===== src/source/led_macros.svh =====
`ifndef LED_MACROS_SVH
`define LED_MACROS_SVH

// color and register data width
`define LED_DW 8

// clk cycles per pwm counter tick
`define PWM_PRESCALE 2

// engines sharing the multiplier
`define MUL_REQS 2

// hue positions per color sector
`define HUE_SECTOR 85

// grant to result, in clk cycles
`define MUL_LATENCY 2

`endif


===== src/source/led_cfg_pkg.sv =====
package led_cfg_pkg;

    // operating mode register encoding
    // undefined values are treated as off
    typedef enum logic [7:0] {
        MODE_OFF    = 8'd0,
        MODE_STATIC = 8'd1,
        MODE_WHEEL  = 8'd2
    } led_mode_t;

    // register map seen by the spi host
    typedef enum logic [7:0] {
        ADDR_MODE  = 8'd0,
        ADDR_LINT  = 8'd1,
        ADDR_RED   = 8'd2,
        ADDR_GREEN = 8'd3,
        ADDR_BLUE  = 8'd4,
        ADDR_WHITE = 8'd5,
        ADDR_HUE   = 8'd6
    } reg_addr_t;

endpackage


===== src/source/mul_pkg.sv =====
package mul_pkg;

    // requester tag, travels with the product
    typedef enum logic [0:0] {
        REQ_SCALER = 1'b0,
        REQ_WHEEL  = 1'b1
    } mul_req_t;

    // which engine got the last grant
    typedef enum logic {
        LAST_SCALER = 1'b0,
        LAST_WHEEL  = 1'b1
    } arb_state_t;

endpackage


===== src/source/hue_wheel.sv =====
`timescale 1ns/10ps
`include "led_macros.svh"

module hue_wheel
    import mul_pkg::*;
(
    input  logic                 clk,
    input  logic                 reset,
    input  logic [`LED_DW-1:0]   hue,
    input  logic [`LED_DW-1:0]   lint,
    input  logic                 grant,
    input  logic                 valid,
    input  logic [2*`LED_DW-1:0] product,
    output logic                 req,
    output logic [`LED_DW-1:0]   a,
    output logic [`LED_DW-1:0]   b,
    output mul_req_t             tag,
    output logic [`LED_DW-1:0]   red_duty,
    output logic [`LED_DW-1:0]   green_duty,
    output logic [`LED_DW-1:0]   blue_duty
);

    typedef enum logic {ST_ISSUE, ST_WAIT} eng_state_t;

    localparam logic [`LED_DW-1:0] SECTOR1 = `HUE_SECTOR;
    localparam logic [`LED_DW-1:0] SECTOR2 = 2 * `HUE_SECTOR;

    eng_state_t         state;
    logic [1:0]         chan;
    logic [`LED_DW-1:0] pos;
    logic [`LED_DW-1:0] ramp_up;
    logic [`LED_DW-1:0] ramp_dn;
    logic [`LED_DW-1:0] raw_r;
    logic [`LED_DW-1:0] raw_g;
    logic [`LED_DW-1:0] raw_b;

    // position inside the sector, ramps are 3*pos and 255-3*pos
    always_comb
    begin
        if (hue < SECTOR1)
            pos = hue;
        else if (hue < SECTOR2)
            pos = hue - SECTOR1;
        else
            pos = hue - SECTOR2;
        ramp_up = {pos[`LED_DW-2:0], 1'b0} + pos;
        ramp_dn = {`LED_DW{1'b1}} - ramp_up;
        if (hue < SECTOR1)
        begin
            raw_r = ramp_dn;
            raw_g = ramp_up;
            raw_b = '0;
        end
        else if (hue < SECTOR2)
        begin
            raw_r = '0;
            raw_g = ramp_dn;
            raw_b = ramp_up;
        end
        else
        begin
            raw_r = ramp_up;
            raw_g = '0;
            raw_b = ramp_dn;
        end
    end

    assign tag = REQ_WHEEL;
    assign req = (state == ST_ISSUE);
    assign a   = (chan == 2'd0) ? raw_r : (chan == 2'd1) ? raw_g : raw_b;
    assign b   = lint;

    always_ff @(posedge clk)
    begin
        if (!reset)
        begin
            state      <= ST_ISSUE;
            chan       <= '0;
            red_duty   <= '0;
            green_duty <= '0;
            blue_duty  <= '0;
        end
        else if (state == ST_ISSUE)
        begin
            if (grant)
                state <= ST_WAIT;
        end
        else if (valid)
        begin
            case (chan)
                2'd0:    red_duty   <= product[2*`LED_DW-1:`LED_DW];
                2'd1:    green_duty <= product[2*`LED_DW-1:`LED_DW];
                default: blue_duty  <= product[2*`LED_DW-1:`LED_DW];
            endcase
            chan  <= (chan == 2'd2) ? 2'd0 : chan + 2'd1;
            state <= ST_ISSUE;
        end
    end

endmodule


===== src/source/intensity_scaler.sv =====
`timescale 1ns/10ps
`include "led_macros.svh"

module intensity_scaler
    import mul_pkg::*;
(
    input  logic                 clk,
    input  logic                 reset,
    input  logic [`LED_DW-1:0]   lint,
    input  logic [`LED_DW-1:0]   red,
    input  logic [`LED_DW-1:0]   green,
    input  logic [`LED_DW-1:0]   blue,
    input  logic [`LED_DW-1:0]   white,
    input  logic                 grant,
    input  logic                 valid,
    input  logic [2*`LED_DW-1:0] product,
    output logic                 req,
    output logic [`LED_DW-1:0]   a,
    output logic [`LED_DW-1:0]   b,
    output mul_req_t             tag,
    output logic [`LED_DW-1:0]   red_duty,
    output logic [`LED_DW-1:0]   green_duty,
    output logic [`LED_DW-1:0]   blue_duty,
    output logic [`LED_DW-1:0]   white_duty
);

    typedef enum logic {ST_ISSUE, ST_WAIT} eng_state_t;

    eng_state_t state;
    logic [1:0] chan;

    assign tag = REQ_SCALER;
    // request only while the credit is ours
    assign req = (state == ST_ISSUE);
    assign b   = lint;

    always_comb
    begin
        case (chan)
            2'd0:    a = red;
            2'd1:    a = green;
            2'd2:    a = blue;
            default: a = white;
        endcase
    end

    always_ff @(posedge clk)
    begin
        if (!reset)
        begin
            state      <= ST_ISSUE;
            chan       <= '0;
            red_duty   <= '0;
            green_duty <= '0;
            blue_duty  <= '0;
            white_duty <= '0;
        end
        else if (state == ST_ISSUE)
        begin
            if (grant)
                state <= ST_WAIT;
        end
        else if (valid)
        begin
            case (chan)
                2'd0:    red_duty   <= product[2*`LED_DW-1:`LED_DW];
                2'd1:    green_duty <= product[2*`LED_DW-1:`LED_DW];
                2'd2:    blue_duty  <= product[2*`LED_DW-1:`LED_DW];
                default: white_duty <= product[2*`LED_DW-1:`LED_DW];
            endcase
            // four channels, counter wraps by itself
            chan  <= chan + 2'd1;
            state <= ST_ISSUE;
        end
    end

endmodule


===== src/source/mul_arbiter.sv =====
`timescale 1ns/10ps
`include "led_macros.svh"

module mul_arbiter
    import mul_pkg::*;
(
    input  logic                 clk,
    input  logic                 reset,
    input  logic                 req_scaler,
    input  logic [`LED_DW-1:0]   a_scaler,
    input  logic [`LED_DW-1:0]   b_scaler,
    input  mul_req_t             tag_scaler,
    input  logic                 req_wheel,
    input  logic [`LED_DW-1:0]   a_wheel,
    input  logic [`LED_DW-1:0]   b_wheel,
    input  mul_req_t             tag_wheel,
    output logic                 grant_scaler,
    output logic                 grant_wheel,
    output logic                 valid_scaler,
    output logic                 valid_wheel,
    output logic [2*`LED_DW-1:0] product
);

    logic [`MUL_REQS-1:0]    credit;
    arb_state_t              last_grant;
    logic                    ok_scaler;
    logic                    ok_wheel;
    logic [`LED_DW-1:0]      op_a;
    logic [`LED_DW-1:0]      op_b;
    logic [2*`LED_DW-1:0]    prod_q;
    logic [`MUL_LATENCY-1:0] vld_pipe;
    mul_req_t                tag_pipe [`MUL_LATENCY];

    assign ok_scaler = req_scaler && credit[REQ_SCALER];
    assign ok_wheel  = req_wheel && credit[REQ_WHEEL];

    // on a tie, the engine not served last wins
    assign grant_scaler = ok_scaler && (!ok_wheel || last_grant == LAST_WHEEL);
    assign grant_wheel  = ok_wheel && !grant_scaler;

    assign valid_scaler = vld_pipe[`MUL_LATENCY-1] && tag_pipe[`MUL_LATENCY-1] == REQ_SCALER;
    assign valid_wheel  = vld_pipe[`MUL_LATENCY-1] && tag_pipe[`MUL_LATENCY-1] == REQ_WHEEL;
    assign product      = prod_q;

    always_ff @(posedge clk)
    begin
        if (!reset)
        begin
            credit     <= '1;
            last_grant <= LAST_WHEEL;
            vld_pipe   <= '0;
        end
        else
        begin
            vld_pipe <= {vld_pipe[`MUL_LATENCY-2:0], grant_scaler || grant_wheel};
            if (grant_scaler)
                last_grant <= LAST_SCALER;
            else if (grant_wheel)
                last_grant <= LAST_WHEEL;
            // grant spends the credit, result brings it back
            if (grant_scaler)
                credit[REQ_SCALER] <= 1'b0;
            else if (valid_scaler)
                credit[REQ_SCALER] <= 1'b1;
            if (grant_wheel)
                credit[REQ_WHEEL] <= 1'b0;
            else if (valid_wheel)
                credit[REQ_WHEEL] <= 1'b1;
        end
    end

    // stage 1 latches operands, stage 2 holds the product
    always_ff @(posedge clk)
    begin
        op_a        <= grant_scaler ? a_scaler : a_wheel;
        op_b        <= grant_scaler ? b_scaler : b_wheel;
        tag_pipe[0] <= grant_scaler ? tag_scaler : tag_wheel;
        for (int i = 1; i < `MUL_LATENCY; i++)
            tag_pipe[i] <= tag_pipe[i-1];
        prod_q <= op_a * op_b;
    end

endmodule


===== src/source/pwm_generator.sv =====
`timescale 1ns/10ps
`include "led_macros.svh"

module pwm_generator (
    input  logic               clk,
    input  logic               reset,
    input  logic [`LED_DW-1:0] duty_r,
    input  logic [`LED_DW-1:0] duty_g,
    input  logic [`LED_DW-1:0] duty_b,
    input  logic [`LED_DW-1:0] duty_w,
    output logic               pin_r,
    output logic               pin_g,
    output logic               pin_b,
    output logic               pin_w
);

    logic [7:0]         presc;
    logic               tick;
    logic [`LED_DW-1:0] cnt;
    logic [`LED_DW-1:0] duty_r_q;
    logic [`LED_DW-1:0] duty_g_q;
    logic [`LED_DW-1:0] duty_b_q;
    logic [`LED_DW-1:0] duty_w_q;

    assign tick = (presc == 8'(`PWM_PRESCALE - 1));

    always_ff @(posedge clk)
    begin
        if (!reset)
        begin
            presc    <= '0;
            cnt      <= '0;
            duty_r_q <= '0;
            duty_g_q <= '0;
            duty_b_q <= '0;
            duty_w_q <= '0;
            pin_r    <= 1'b0;
            pin_g    <= 1'b0;
            pin_b    <= 1'b0;
            pin_w    <= 1'b0;
        end
        else
        begin
            presc <= tick ? 8'd0 : presc + 8'd1;
            if (tick)
                cnt <= cnt + 1'b1;
            // new duties only at the wrap, one duty per period
            if (tick && cnt == {`LED_DW{1'b1}})
            begin
                duty_r_q <= duty_r;
                duty_g_q <= duty_g;
                duty_b_q <= duty_b;
                duty_w_q <= duty_w;
            end
            pin_r <= (cnt < duty_r_q);
            pin_g <= (cnt < duty_g_q);
            pin_b <= (cnt < duty_b_q);
            pin_w <= (cnt < duty_w_q);
        end
    end

endmodule


===== src/source/rgbw_controller.sv =====
`timescale 1ns/10ps
`include "led_macros.svh"

module rgbw_controller
    import led_cfg_pkg::*;
    import mul_pkg::*;
(
    input  logic clk,
    input  logic reset,
    input  logic sck,
    input  logic cs,
    input  logic mosi,
    output logic pin_r,
    output logic pin_g,
    output logic pin_b,
    output logic pin_w
);

    led_mode_t            mode;
    logic [`LED_DW-1:0]   lint;
    logic [`LED_DW-1:0]   red;
    logic [`LED_DW-1:0]   green;
    logic [`LED_DW-1:0]   blue;
    logic [`LED_DW-1:0]   white;
    logic [`LED_DW-1:0]   hue;
    logic                 req_scaler;
    logic                 req_wheel;
    logic [`LED_DW-1:0]   a_scaler;
    logic [`LED_DW-1:0]   b_scaler;
    logic [`LED_DW-1:0]   a_wheel;
    logic [`LED_DW-1:0]   b_wheel;
    mul_req_t             tag_scaler;
    mul_req_t             tag_wheel;
    logic                 grant_scaler;
    logic                 grant_wheel;
    logic                 valid_scaler;
    logic                 valid_wheel;
    logic [2*`LED_DW-1:0] product;
    logic [`LED_DW-1:0]   s_red;
    logic [`LED_DW-1:0]   s_green;
    logic [`LED_DW-1:0]   s_blue;
    logic [`LED_DW-1:0]   s_white;
    logic [`LED_DW-1:0]   w_red;
    logic [`LED_DW-1:0]   w_green;
    logic [`LED_DW-1:0]   w_blue;
    logic [`LED_DW-1:0]   duty_r;
    logic [`LED_DW-1:0]   duty_g;
    logic [`LED_DW-1:0]   duty_b;
    logic [`LED_DW-1:0]   duty_w;

    spi_register_file regs_i (
        .clk   (clk),
        .reset (reset),
        .sck   (sck),
        .cs    (cs),
        .mosi  (mosi),
        .mode  (mode),
        .lint  (lint),
        .red   (red),
        .green (green),
        .blue  (blue),
        .white (white),
        .hue   (hue)
    );

    mul_arbiter arb_i (
        .clk          (clk),
        .reset        (reset),
        .req_scaler   (req_scaler),
        .a_scaler     (a_scaler),
        .b_scaler     (b_scaler),
        .tag_scaler   (tag_scaler),
        .req_wheel    (req_wheel),
        .a_wheel      (a_wheel),
        .b_wheel      (b_wheel),
        .tag_wheel    (tag_wheel),
        .grant_scaler (grant_scaler),
        .grant_wheel  (grant_wheel),
        .valid_scaler (valid_scaler),
        .valid_wheel  (valid_wheel),
        .product      (product)
    );

    intensity_scaler scaler_i (
        .clk        (clk),
        .reset      (reset),
        .lint       (lint),
        .red        (red),
        .green      (green),
        .blue       (blue),
        .white      (white),
        .grant      (grant_scaler),
        .valid      (valid_scaler),
        .product    (product),
        .req        (req_scaler),
        .a          (a_scaler),
        .b          (b_scaler),
        .tag        (tag_scaler),
        .red_duty   (s_red),
        .green_duty (s_green),
        .blue_duty  (s_blue),
        .white_duty (s_white)
    );

    hue_wheel wheel_i (
        .clk        (clk),
        .reset      (reset),
        .hue        (hue),
        .lint       (lint),
        .grant      (grant_wheel),
        .valid      (valid_wheel),
        .product    (product),
        .req        (req_wheel),
        .a          (a_wheel),
        .b          (b_wheel),
        .tag        (tag_wheel),
        .red_duty   (w_red),
        .green_duty (w_green),
        .blue_duty  (w_blue)
    );

    // color source by mode, white always from the scaler
    always_comb
    begin
        case (mode)
            MODE_STATIC:
            begin
                duty_r = s_red;
                duty_g = s_green;
                duty_b = s_blue;
                duty_w = s_white;
            end
            MODE_WHEEL:
            begin
                duty_r = w_red;
                duty_g = w_green;
                duty_b = w_blue;
                duty_w = s_white;
            end
            default:
            begin
                duty_r = '0;
                duty_g = '0;
                duty_b = '0;
                duty_w = '0;
            end
        endcase
    end

    pwm_generator pwm_i (
        .clk    (clk),
        .reset  (reset),
        .duty_r (duty_r),
        .duty_g (duty_g),
        .duty_b (duty_b),
        .duty_w (duty_w),
        .pin_r  (pin_r),
        .pin_g  (pin_g),
        .pin_b  (pin_b),
        .pin_w  (pin_w)
    );

endmodule


===== src/source/spi_register_file.sv =====
`timescale 1ns/10ps
`include "led_macros.svh"

module spi_register_file
    import led_cfg_pkg::*;
(
    input  logic              clk,
    input  logic              reset,
    input  logic              sck,
    input  logic              cs,
    input  logic              mosi,
    output led_mode_t         mode,
    output logic [`LED_DW-1:0] lint,
    output logic [`LED_DW-1:0] red,
    output logic [`LED_DW-1:0] green,
    output logic [`LED_DW-1:0] blue,
    output logic [`LED_DW-1:0] white,
    output logic [`LED_DW-1:0] hue
);

    logic [2:0]            sck_sync;
    logic [1:0]            mosi_sync;
    logic [1:0]            cs_sync;
    logic                  sck_rise;
    logic [2*`LED_DW-2:0]  shift;
    logic [4:0]            bit_cnt;
    logic [`LED_DW-1:0]    wr_data;
    reg_addr_t             wr_addr;

    // third sck flop only for edge detection
    assign sck_rise = sck_sync[1] && !sck_sync[2];

    // address byte sits in the upper bits once 15 bits are in
    assign wr_addr = reg_addr_t'(shift[2*`LED_DW-2:`LED_DW-1]);
    assign wr_data = {shift[`LED_DW-2:0], mosi_sync[1]};

    always_ff @(posedge clk)
    begin
        if (!reset)
        begin
            sck_sync  <= '0;
            mosi_sync <= '0;
            cs_sync   <= '1;
        end
        else
        begin
            sck_sync  <= {sck_sync[1:0], sck};
            mosi_sync <= {mosi_sync[0], mosi};
            cs_sync   <= {cs_sync[0], cs};
        end
    end

    always_ff @(posedge clk)
    begin
        if (!reset)
        begin
            bit_cnt <= '0;
            shift   <= '0;
            mode    <= MODE_OFF;
            lint    <= '0;
            red     <= '0;
            green   <= '0;
            blue    <= '0;
            white   <= '0;
            hue     <= '0;
        end
        else if (cs_sync[1])
        begin
            // deselected, drop any partial transfer
            bit_cnt <= '0;
        end
        else if (sck_rise)
        begin
            shift <= {shift[2*`LED_DW-3:0], mosi_sync[1]};
            if (bit_cnt == 5'd15)
            begin
                bit_cnt <= '0;
                case (wr_addr)
                    ADDR_MODE:  mode  <= led_mode_t'(wr_data);
                    ADDR_LINT:  lint  <= wr_data;
                    ADDR_RED:   red   <= wr_data;
                    ADDR_GREEN: green <= wr_data;
                    ADDR_BLUE:  blue  <= wr_data;
                    ADDR_WHITE: white <= wr_data;
                    ADDR_HUE:   hue   <= wr_data;
                    default:    ;
                endcase
            end
            else
            begin
                bit_cnt <= bit_cnt + 5'd1;
            end
        end
    end

endmodule


===== config.mk =====
export PLATFORM = sky130hd
export DESIGN_NAME = rgbw_controller
export DESIGN_NICKNAME = d
export VERILOG_FILES = /design/src/source/led_cfg_pkg.sv /design/src/source/mul_pkg.sv /design/src/source/hue_wheel.sv /design/src/source/intensity_scaler.sv /design/src/source/mul_arbiter.sv /design/src/source/pwm_generator.sv /design/src/source/rgbw_controller.sv /design/src/source/spi_register_file.sv
export VERILOG_INCLUDE_DIRS = /design/src /design/src/source
export SDC_FILE = /design/constraint.sdc
export NUM_CORES = 1
export LEC_CHECK = 0
export ABC_CLOCK_PERIOD_IN_PS = 4400
export BUFFER_PORTS_ARGS = -buffer_cell sky130_fd_sc_hd__buf_2
export CAP_MARGIN = 0
export CORE_ASPECT_RATIO = 0.75
export CORE_UTILIZATION = 45
export CTS_CLUSTER_DIAMETER = 80
export DETAILED_ROUTE_END_ITERATION = 7
export SLEW_MARGIN = 30
export SYNTH_ARGS = -nofsm -noshare
export SYNTH_HDL_FRONTEND = slang
export SYNTH_SLANG_ARGS = --single-unit

===== constraint.sdc =====
create_clock -name clk -period 4.4 [get_ports clk]
set_input_delay 0.22 -clock clk [delete_from_list [all_inputs] [get_ports clk]]
set_output_delay 0.22 -clock clk [all_outputs]
set_load 0.05 [all_outputs]

* Word level (Yosys, flattened, before mapping)
Memory sizes are Yosys's and may differ from the RTL's.
Index checks and enable logic that the tools add are counted.
** Cells by class
- Order comparisons :: 6
- Multiply operators :: 1
- Bitwise gates (word level) :: 7
- $add $sub $neg :: 9
- Equal/unequal tests :: 15
- Reductions and logical operators :: 41
- Multiplexer cells :: 31
** Operator list (count)
- 8-bit two-way mux :: 12
- 8-bit one-hot mux with 2 select lines :: 3
- 8-bit < comparator :: 4
- 4-bit AND reduction :: 7
- 8-bit by 1-bit == test with 1-bit output, second input constant :: 3
- 8-bit by 2-bit == test with 1-bit output, second input constant :: 3
- 8-bit by 3-bit == test with 1-bit output, second input constant :: 3
- 8-bit one-hot mux with 3 select lines :: 1
- 3-bit AND reduction :: 7
- 8-bit by 1-bit adder with 8-bit output, second input constant :: 2
- 8-bit by 8-bit multiplier with 16-bit output :: 1
- 1-bit two-way mux :: 13
- 8-bit adder :: 1
- 8-bit == test, second input constant :: 1
- 1-bit logical AND :: 8
- 8-bit logical NOT :: 1
- 8-bit by 7-bit < comparator with 1-bit output, second input constant :: 1
- 8-bit < comparator, second input constant :: 1
- 2-bit OR reduction :: 4
- 8-bit by 7-bit subtractor with 8-bit output, second input constant :: 1
- 8-bit subtractor, first input constant :: 1
- 8-bit subtractor, second input constant :: 1
- 1-bit inverter :: 7
- 2-bit AND reduction :: 3
- 12 further kinds :: 21
** Word-level totals
- Memories kept :: 1
- Output and inout bits :: 4
- RAM bits :: 2
- Bits of input ports :: 5
- Word-level logic and storage cells :: 151
- Flip-flop bits (word level) :: 234
** Memory list
- arb_i.tag_pipe :: depth 2, width 1, rd ports 2, clocked after memory_dff 0, write ports 2, line mul_arbiter.sv:32 : mul_req_t tag_pipe [`MUL_LATENCY];

* Depth between registers and ports, before layout
Gate-level depths: netlist of the first run.
- Depth after elaboration :: 10
- Gate-level depth with buffers :: 22
- Depth with buffers taken out :: 20

* Hierarchy
A second synthesis of the first run with hierarchy kept.
** Second synthesis, totals
- Cell total of the unflattened synthesis :: 1497
- Area, all modules :: 13933.4 sq um
** Modules (own cells, without submodules)
- mul_arbiter :: area an instance 3173.0 sq um, cells each 316, instances 1, sequential area each 780.7 sq um
- spi_register_file :: area an instance 3123.0 sq um, cells each 305, instances 1, sequential area each 1661.6 sq um
- pwm_generator :: area an instance 2810.2 sq um, cells each 331, instances 1, sequential area each 1041.0 sq um
- hue_wheel :: area an instance 2265.9 sq um, cells each 271, instances 1, sequential area each 540.5 sq um
- intensity_scaler :: area an instance 1706.6 sq um, cells each 173, instances 1, sequential area each 700.7 sq um
- rgbw_controller :: area an instance 854.6 sq um, cells each 101, instances 1, sequential area each 0.0 sq um

* Least setup slack after synthesis of the first run
Ideal clock, no wire load.
- Kind :: register to register
- From :: register arb_i.op_b[7]
- To :: register arb_i.prod_q[13], in the netlist arb_i.product[13]
- Cell stages (with the launch flop) :: 15
- Arrival time :: 4.006 ns
- Slack :: 0.270 ns
- Path buffers :: 0
- Setup time :: 0.123 ns
- Period minus slack after synthesis :: 4.130 ns
- Required time :: 4.277 ns
- Cell sequence :: dfxtp_1 -> nand2_1 -> fa_1 -> fa_1 -> inv_1 -> fa_1 -> fa_1 -> ha_1 -> a21o_1 -> a211o_1 -> a21oi_1 -> o21ai_0 -> a21oi_1 -> o21bai_1 -> xor2_1
** Between the ends
- Word-level cells in the longest chain between the ends :: 1
** RTL lines
- from (decl) :: line mul_arbiter.sv:29 : logic [`LED_DW-1:0] op_b;
- from (signal assigned) :: line mul_arbiter.sv:76 : op_b <= grant_scaler ? b_scaler : b_wheel;
- 8-bit by 8-bit multiplier with 16-bit output :: line mul_arbiter.sv:80 : prod_q <= op_a * op_b;
- to (signal assigned) :: line mul_arbiter.sv:80
- to (decl) :: line mul_arbiter.sv:30 : logic [2*`LED_DW-1:0] prod_q;
Every way passes these cells.
A chain may end at the register's enable or synchronous reset.

* Final worst setup path of the first run
- From :: register arb_i.op_a[5]
- To :: register arb_i.prod_q[13], in the netlist arb_i.product[13]
** Between the ends
- Word-level cells in the longest chain between the ends :: 1
** RTL lines
- from (decl) :: line mul_arbiter.sv:28 : logic [`LED_DW-1:0] op_a;
- from (signal assigned) :: line mul_arbiter.sv:75 : op_a <= grant_scaler ? a_scaler : a_wheel;
- 8-bit by 8-bit multiplier with 16-bit output :: line mul_arbiter.sv:80
Every way passes these cells.

==> run metrics, run 1 <==
status completed; Max Cap Violations 0; CTS Sinks 228; final hold viol count 0; RR Startpoint arb_i.op_a[5]$_DFF_P_; DRT Pass-1 Iters 7; share of post-route cells with drive strength above 1 0.0724; met3 Use GR 0.0247; Vias 9086; PwrDens 340 mW/mm^2; Ys Warns 0; CTS tree yes; Largest Register regs_i.shift; Die ar. 0.0284 sq mm; HPWL Detailed 19100 um; critical path's slowest cell fa_1; largest family of logic cells by synthesized area simple AND/OR/NAND/NOR gates; Mapped Cells 1405; vias in the first global route 8835; 1st-iter DRT viols 542; Critical Path End arb_i.product[13]$_DFF_P_; Setup TNS 0 ps; Crit path top cell by count fa_1; Clk Latency, worst-skew pair 520 ps; Max VDD drop 306 uV; Mapped Area 0.0125 sq mm; Placeable Area 0.0271 sq mm; R2R Path End arb_i.product[13]$_DFF_P_; initial antenna violation count 0; DRC 0; max reg flops 15; CP Buf/Inv Count 2; register area share after synthesis 0.366; Critical Path AT 4570 ps; Lkg Pwr 0.00538 uW; Layout area overhead 9.36%; post-synthesis mux area share 0.0410; I/O Buffers 8; Post-Synth Adder-Cell Area 0.149; CP peak stage delay 550 ps; CTS Root Cell clkbuf_16; # setup viols final 0; synthesis-stage register bit count 228; Worst Max-Slew Pin Slew 799 ps; Net Count, Synth 1537; initial core utilization 0.460; M2 GR Usage 0.283; DIE HEIGHT 146 um; Worst R2R Setup Slack 220 ps; Placer Congestion 0.817; # fillers 2553; CTS max path bufs 3; CP top delay family adder cells; post-synth cell types 72; Yosys top cell by area dfxtp_1; CP Depth 14; Startpoint Class register; largest cells by area after synthesis dfxtp_1, ha_1, nand2_1, a21boi_0, fa_1; final wirelength 26700 um; Yosys top cell area share 0.366; Async S/R FF share, synth 0; # rows 52; Max Clk Rate 239 MHz; GRT overflow 0; Max Slew Vio Count 0; simple-gate share of the synthesized area 0.209; global-route wire length before repair 45300 um; Slew Limit Headroom 0.463; Design Power 4640 uW; Tmin final 4180 ps; Critical Path Source arb_i.op_a[5]$_DFF_P_; WS Path Type register to register; Mean Syn Cell Area 8.88 sq um; met1 Use GR 0.304; worst path cell trace and2_1, fa_1, fa_1, fa_1, inv_1, fa_1, inv_1, ha_1, a211o_1, a21oi_1, o21ai_1, a21oi_2, o21bai_1, xor2_1; largest net degree at the start of global routing 119; Crit. End Element register; fin util 0.503; reg2reg path depth 14; # IOs 9; EDFF count, synth 0; Final ANT Viol Nets 0; level count of the clock H-tree 1; XOR/XNOR share of the synthesized area 0.0250; Post-layout nets 1523; fin crit share 0.951; worst hold path class input port to register; vias per std cell 5.16; DR WL/cell 15.2 um; Synth Area in Compound Gates 0.154; GR peak layer met1; Req. time, crit path 4790 ps; CTS Buf Count 24; Overall Global Routing Usage 0.193; CTS clock-pin slew for the worst setup and hold paths 60 ps; ANT cells 0; worst clock skew 19.2 ps; RSZ-0062 raised after global routing no; Die Wd 194 um; Worst Path Max Fanout 8; Primary FF master, synth dfxtp_1
==> timing repair <==
action / CTS / global route
hold buffers: 3 / 0
resized for setup: 0 / 11
endpoints found under the hold margin: 3 / 0
buffers inserted: 0 / 0
setup endpoints to repair: 0 / 5
==> layout by cell type (no fill, tap or decap), types with 27 or more instances in the layout <==
cell      count
dfxtp_1     221
and2_1       92
a21oi_1      30
fa_1         36
nor2_1       33
a21boi_0     97
a22oi_1      27
mux2i_1      50
nor2b_1      50
nand2_1     250
ha_1         91
inv_1        97
==> layout make-up <==
cell class              instances  area (sq um)  area share
multi-input cells            1009          7240       0.530
flip-flops and latches        228          4570       0.335
clock buffers                  35           672      0.0492
well taps                     351           439      0.0322
inverters                      99           372      0.0272
repair buffers                 29           220      0.0161
clock inverters                 9           136     0.00999
==> per-layer routing <==
layer / vias to the layer above / wire length (um) / part of all wire
met5: - / 0 / 0
met3: 25 / 1070 / 0.040
met4: 0 / 292 / 0.011
met2: 143 / 10700 / 0.40
li1: 4659 / - / -
met1: 4259 / 14600 / 0.55
==> power breakdown <==
group	internal (uW)	switching, uW	leakage, uW
Combinational	129	184	0.00315
Sequential	2150	109	0.00185
Clock	1240	822	0.000388
Total	3520	1120	0.00538
==> how the worst min path moves through the flow <==
| stage | startpoint | endpoint | slack [ps] | cells after the start |
|---|---|---|---|---|
| detailed placement | arb_i.tag_pipe[0][0]$_DFF_P_ | arb_i.tag_pipe[0][1]$_DFF_P_ | 320 | 0 |
| global route | reset | regs_i.cs_sync[0]$_SDFF_PN1_ | 220 | 2 |
| floorplan | arb_i.tag_pipe[0][0]$_DFF_P_ | arb_i.tag_pipe[0][1]$_DFF_P_ | 310 | 0 |
| CTS | reset | regs_i.cs_sync[0]$_SDFF_PN1_ | 210 | 2 |
| finish | reset | regs_i.cs_sync[0]$_SDFF_PN1_ | 220 | 2 |
| global placement | arb_i.tag_pipe[0][0]$_DFF_P_ | arb_i.tag_pipe[0][1]$_DFF_P_ | 310 | 0 |
==> synth_stat cells (all sizes together), types with 3 or more instances <==
master,instances
a222oi,8
inv,98
dfxtp,228
xnor2,21
o21a,7
fa,36
ha,91
clkbuf,52
nand2,250
a21o,21
mux2i,50
nand3,22
or2,10
a2111oi,4
nor3,9
and2,92
a21boi,99
nor2,36
a31oi,8
or3,4
buf,15
xor2,12
nor2b,50
nand4,8
and3,8
a22oi,27
nand2b,16
o21ai,45
nor4,4
a21oi,33
o21bai,4
or4b,3
nor3b,5
==> per-stage QoR <==
step / cell area [sq um] / std cells / setup WS, ps / hold WS, ps
6_report: 13600 / 1760 / 216 / 222
5_1_grt: 13600 / 1760 / 2.70 / 225
4_1_cts: 13600 / 1760 / 38.8 / 210
3_5_place_dp: 12800 / 1713 / 44.1 / 317
3_3_place_gp: 12800 / 1713 / 121 / 313
2_1_floorplan: 12500 / 1405 / 270 / 310
==> cell families after synthesis <==
kind of cell,count (synthesis)
simple gates,523
compound gates,274
flops,228
buf+inv,168
fa+ha+maj,127
mux,51
xor+xnor,34
Power figures use the tool's default switching activity.
==> inputs of run 2 (changes only) <==
Settings changed: CORE_UTILIZATION 45 to 58, PLACE_DENSITY from default to 0.77.
==> run 2 against run 1 <==
Worst setup slack better by 58 ps. First-iteration DRC count up 14%. Clock power down 13%. Non-clock buffer count down 3. Sequential share of layout area up 0.53 points. Highest routed layer unchanged.
==> run metrics, run 2 (synthesis gave the netlist of run 1 again) <==
global-route wire length before repair 43400 um; Area after DPL 0.0127 sq mm; GRT overflow 0; fin crit share 0.938; CTS tree yes; Max Slew Vio Count 0; Placer Congestion 0.869; Crit. End Element register; level count of the clock H-tree 1; I/O Buffers 8; Startpoint Class register; PwrDens 325 mW/mm^2; most frequent cells in the layout nand2_1, dfxtp_1, inv_1, a21boi_0, and2_1; worst clock skew 16.5 ps; 1st-iter DRT viols 619; vias in the first global route 8853; Final Cell Area 0.0135 sq mm; Tmin final 4130 ps; DR WL/cell 15.3 um; Critical Path AT 4510 ps; largest net degree at the start of global routing 131; # setup viols final 0; max reg flops 15; final hold viol count 0; Clk Latency, worst-skew pair 510 ps; worst setup margin 274 ps; CTS clock-pin slew for the worst setup and hold paths 70 ps; Overall Global Routing Usage 0.240; CTS Buf Count 22; Final Instance Count excl. Fillers 1690; ANT cells 0; dpl ws 130 ps; Worst Max-Slew Pin Slew 922 ps; worst hold path class input port to register; status completed; vias per std cell 5.51; Design Power 4380 uW; Setup TNS 0 ps; # IOs 9; Final ANT Viol Nets 0; RSZ-0062 raised after global routing no; initial antenna violation count 0; Lkg Pwr 0.00533 uW; Layout area overhead 7.79%; DRT Pass-1 Iters 6; Vias 9304; Placeable Area 0.0211 sq mm; Largest Register regs_i.shift; initial core utilization 0.591; DIE HEIGHT 129 um; CTS Root Cell clkbuf_16; Req. time, crit path 4790 ps; Max Cap Violations 0; Die ar. 0.0221 sq mm; DRC 0; Max VDD drop 302 uV; CTS Sinks 228; share of post-route cells with drive strength above 1 0.0763; # rows 46; Die Wd 171 um; Worst Path Max Fanout 7; CTS max path bufs 3; Post-layout nets 1518; HPWL Detailed 18200 um; Max Clk Rate 242 MHz; final wirelength 25900 um; Slew Limit Headroom 0.383; most common cell after layout, fill and taps aside nand2_1; WS Path Type register to register; placed cell count 1646
[run 2: where the power goes]
part | leakage (uW) | internal [uW] | switching, uW
logic | 0.00314 | 129 | 184
registers | 0.00185 | 2150 | 107
clock network | 0.000350 | 1010 | 794
[run 2: worst paths after layout]
path	start	endpoint	slack, ps	depth (start not counted)
max	arb_i.op_a[1]$_DFF_P_	arb_i.product[13]$_DFF_P_	270	14
min	reset	pwm_i.cnt[5]$_SDFFE_PN0P_	240	2
max reg2reg	arb_i.op_a[1]$_DFF_P_	arb_i.product[13]$_DFF_P_	270	14
min reg2reg	arb_i.tag_pipe[0][0]$_DFF_P_	arb_i.tag_pipe[0][1]$_DFF_P_	330	0
[run 2: routing by layer]
metal	track usage	wire length (um)
met1	0.352	12900
met2	0.380	11500
met3	0.0284	1030
met4	0.0536	438
met5	0	0
[run 2: layout make-up]
| cell class | instances | area, sq um |
|---|---|---|
| inverters | 99 | 372 |
| fillers | 1769 | 7670 |
| clock buffers | 31 | 634 |
| well taps | 288 | 360 |
| repair buffers | 26 | 198 |
| multi-input cells | 1009 | 7250 |
| clock inverters | 9 | 56.3 |
| flip-flops and latches | 228 | 4580 |
[run 2: metrics by stage]
step                hold WS (ps)  utilization
floorplan                    310            -
global placement             313        0.600
detailed placement           312        0.600
CTS                          247        0.634
global route                 275        0.637
finish                       241        0.637
[run 2: repair_timing]
| item | 4_1_cts | 5_1_grt |
|---|---|---|
| setup buffers | 0 | 1 |
| hold buffers | 3 | 0 |
| hold endpoints to repair | 3 | 0 |
| resized for setup | 0 | 19 |
| endpoints found under the setup margin | 0 | 5 |
[run 2: critical path: stages, from the launching register on]
cell	delay, ps
dfxtp_1	400
nand2_1	100
fa_1	500
fa_1	550
inv_1	50
fa_1	500
fa_1	490
ha_1	320
a21o_1	200
a211o_1	280
a21oi_1	110
o21ai_1	120
a21oi_2	170
o21bai_1	80
xor2_1	140
==> inputs of run 3 (changes only) <==
Settings changed: CAP_MARGIN 0 to 10, SYNTH_HIERARCHICAL from default to 1.
==> run 3 against run 2 <==
Hold slack got worse by 200 ps. Combinational power increased by 28%. First-iteration DRC count increased by 43%. Fmax decreased by 1.9%. Worst setup slack got worse by 78 ps. Power increased by 9.2%. Largest cell class unchanged. Highest routed layer unchanged.
==> run metrics, run 3 <==
Clk Latency, worst-skew pair 520 ps; Max Cap Violations 0; final wirelength 29300 um; Layout area overhead 6.92%; Max Clk Rate 238 MHz; # rows 48; vias per std cell 5.74; hold path start mosi; Req. time, crit path 4810 ps; Placer Congestion 0.885; Post-layout nets 1579; CTS clock-pin slew for the worst setup and hold paths 60 ps; CTS tree yes; # IOs 9; Placeable Area 0.0231 sq mm; WS Path Type register to register; DR WL/cell 16.6 um; Final Instance Count excl. Fillers 1763; Max VDD drop 280 uV; global-route wire length before repair 48500 um; Worst Max-Slew Pin Slew 831 ps; critical path's slowest cell dfxtp_2; initial core utilization 0.593; GRT overflow 0; Mapped Area 0.0137 sq mm; Worst Path Max Fanout 6; level count of the clock H-tree 1; 1st-iter DRT viols 887; most common cell after layout, fill and taps aside nand2_1; Overall Global Routing Usage 0.244; placed cell count 1711; DIE HEIGHT 135 um; vias in the first global route 9607; Final ANT Viol Nets 0; Area after DPL 0.0137 sq mm; final hold viol count 0; Vias 10127; Max Slew Vio Count 0; worst hold path class input port to register; worst clock skew 12.4 ps; most frequent cells in the layout nand2_1, dfxtp_1, mux2i_1; share of post-route cells with drive strength above 1 0.115; DRC 0; Mean Syn Cell Area 9.27 sq um; CTS Root Cell clkbuf_16; Mapped Cells 1480; # setup viols final 0; Die Wd 180 um; initial antenna violation count 0; CTS Buf Count 24; Startpoint Class register; Critical Path Source regs_i/hue[0]$_SDFFE_PN0P_; Net Count, Synth 1615; max reg flops 15; Fin Hold WS 42.8 ps; RR Startpoint regs_i/hue[0]$_SDFFE_PN0P_; Die ar. 0.0243 sq mm; I/O Buffers 8; fin util 0.634; PwrDens 326 mW/mm^2; Critical Path AT 4610 ps; CP peak stage delay 370 ps; Lkg Pwr 0.00621 uW; Largest Register regs_i/shift; DRT Pass-1 Iters 7; Tmin final 4200 ps; CTS max path bufs 3; largest net degree at the start of global routing 106; CTS Sinks 228; Slew Limit Headroom 0.432; worst path cell trace inv_1, ha_1, and2b_2, o22a_4, a21oi_4, nor2_1, xnor2_1, ha_2, inv_1, fa_2, nor2b_2, nor3_2, o21bai_1, a21oi_2, xnor2_2, ha_1, a22oi_1, o32ai_1, mux2_4, mux2_2; HPWL Detailed 20500 um; Final Cell Area 0.0147 sq mm; status completed; Design Power 4780 uW; Crit. End Element register; Ys Warns 6; fin crit share 0.955
## run 3: timing repair
action	4_1_cts	5_1_grt
gates resized for setup	0	9
buffers inserted	0	5
endpoints found under the setup margin	0	2
hold buffers	2	0
endpoints found under the hold margin	2	0
## run 3: worst max-delay path, delay by kind of cell (launching register included)
family / cells / cell delay [ps]
fa+ha+maj: 4 / 1090
compound gates: 6 / 870
buf+inv: 2 / 130
xor+xnor: 2 / 310
simple gates: 4 / 760
mux: 2 / 560
flops: 1 / 370
## run 3: final cells by class
| cell class | instances | area, sq um |
|---|---|---|
| Clock buffer | 32 | 681 |
| Clock inverter | 11 | 149 |
| Antenna cell | 2 | 5.00 |
| Fill cell | 1845 | 8460 |
| Tap cell | 300 | 375 |
| Multi-Input combinational cell | 1054 | 8270 |
| Timing Repair Buffer | 30 | 220 |
| Inverter | 106 | 400 |
| Sequential cell | 228 | 4570 |
## run 3: path summary, 6_finish.rpt
kind / cells past startpoint / slack [ps] / end
worst max-delay path: 20 / 200 / arb_i/op_a[7]$_DFF_P_
worst min-delay path: 2 / 40 / regs_i/mosi_sync[0]$_SDFF_PN0_
worst max register to register: 20 / 200 / arb_i/op_a[7]$_DFF_P_
worst min register to register: 0 / 330 / arb_i/tag_pipe[0][1]$_DFF_P_
## run 3: metrics by stage
stage                     setup WS [ps]  setup TNS, ps
final                               196              0
after global routing              -19.7          -19.7
after CTS                          34.3              0
after detailed placement           69.1              0
after global placement              184              0
after floorplan                     360              0
## run 3: per-layer routing
layer  up-vias  routed length (um)  part of all wire  GRT usage
li1       4978                   -                 -          -
met1      4886               15100              0.51      0.370
met2       222               12400              0.42      0.370
met3        41                1440             0.049     0.0312
met4         0                 417             0.014     0.0455
met5         -                   0                 0          0
## run 3: where the power goes
part	switching, uW	internal, uW
registers	122	2150
clock network	836	1270
logic	222	178
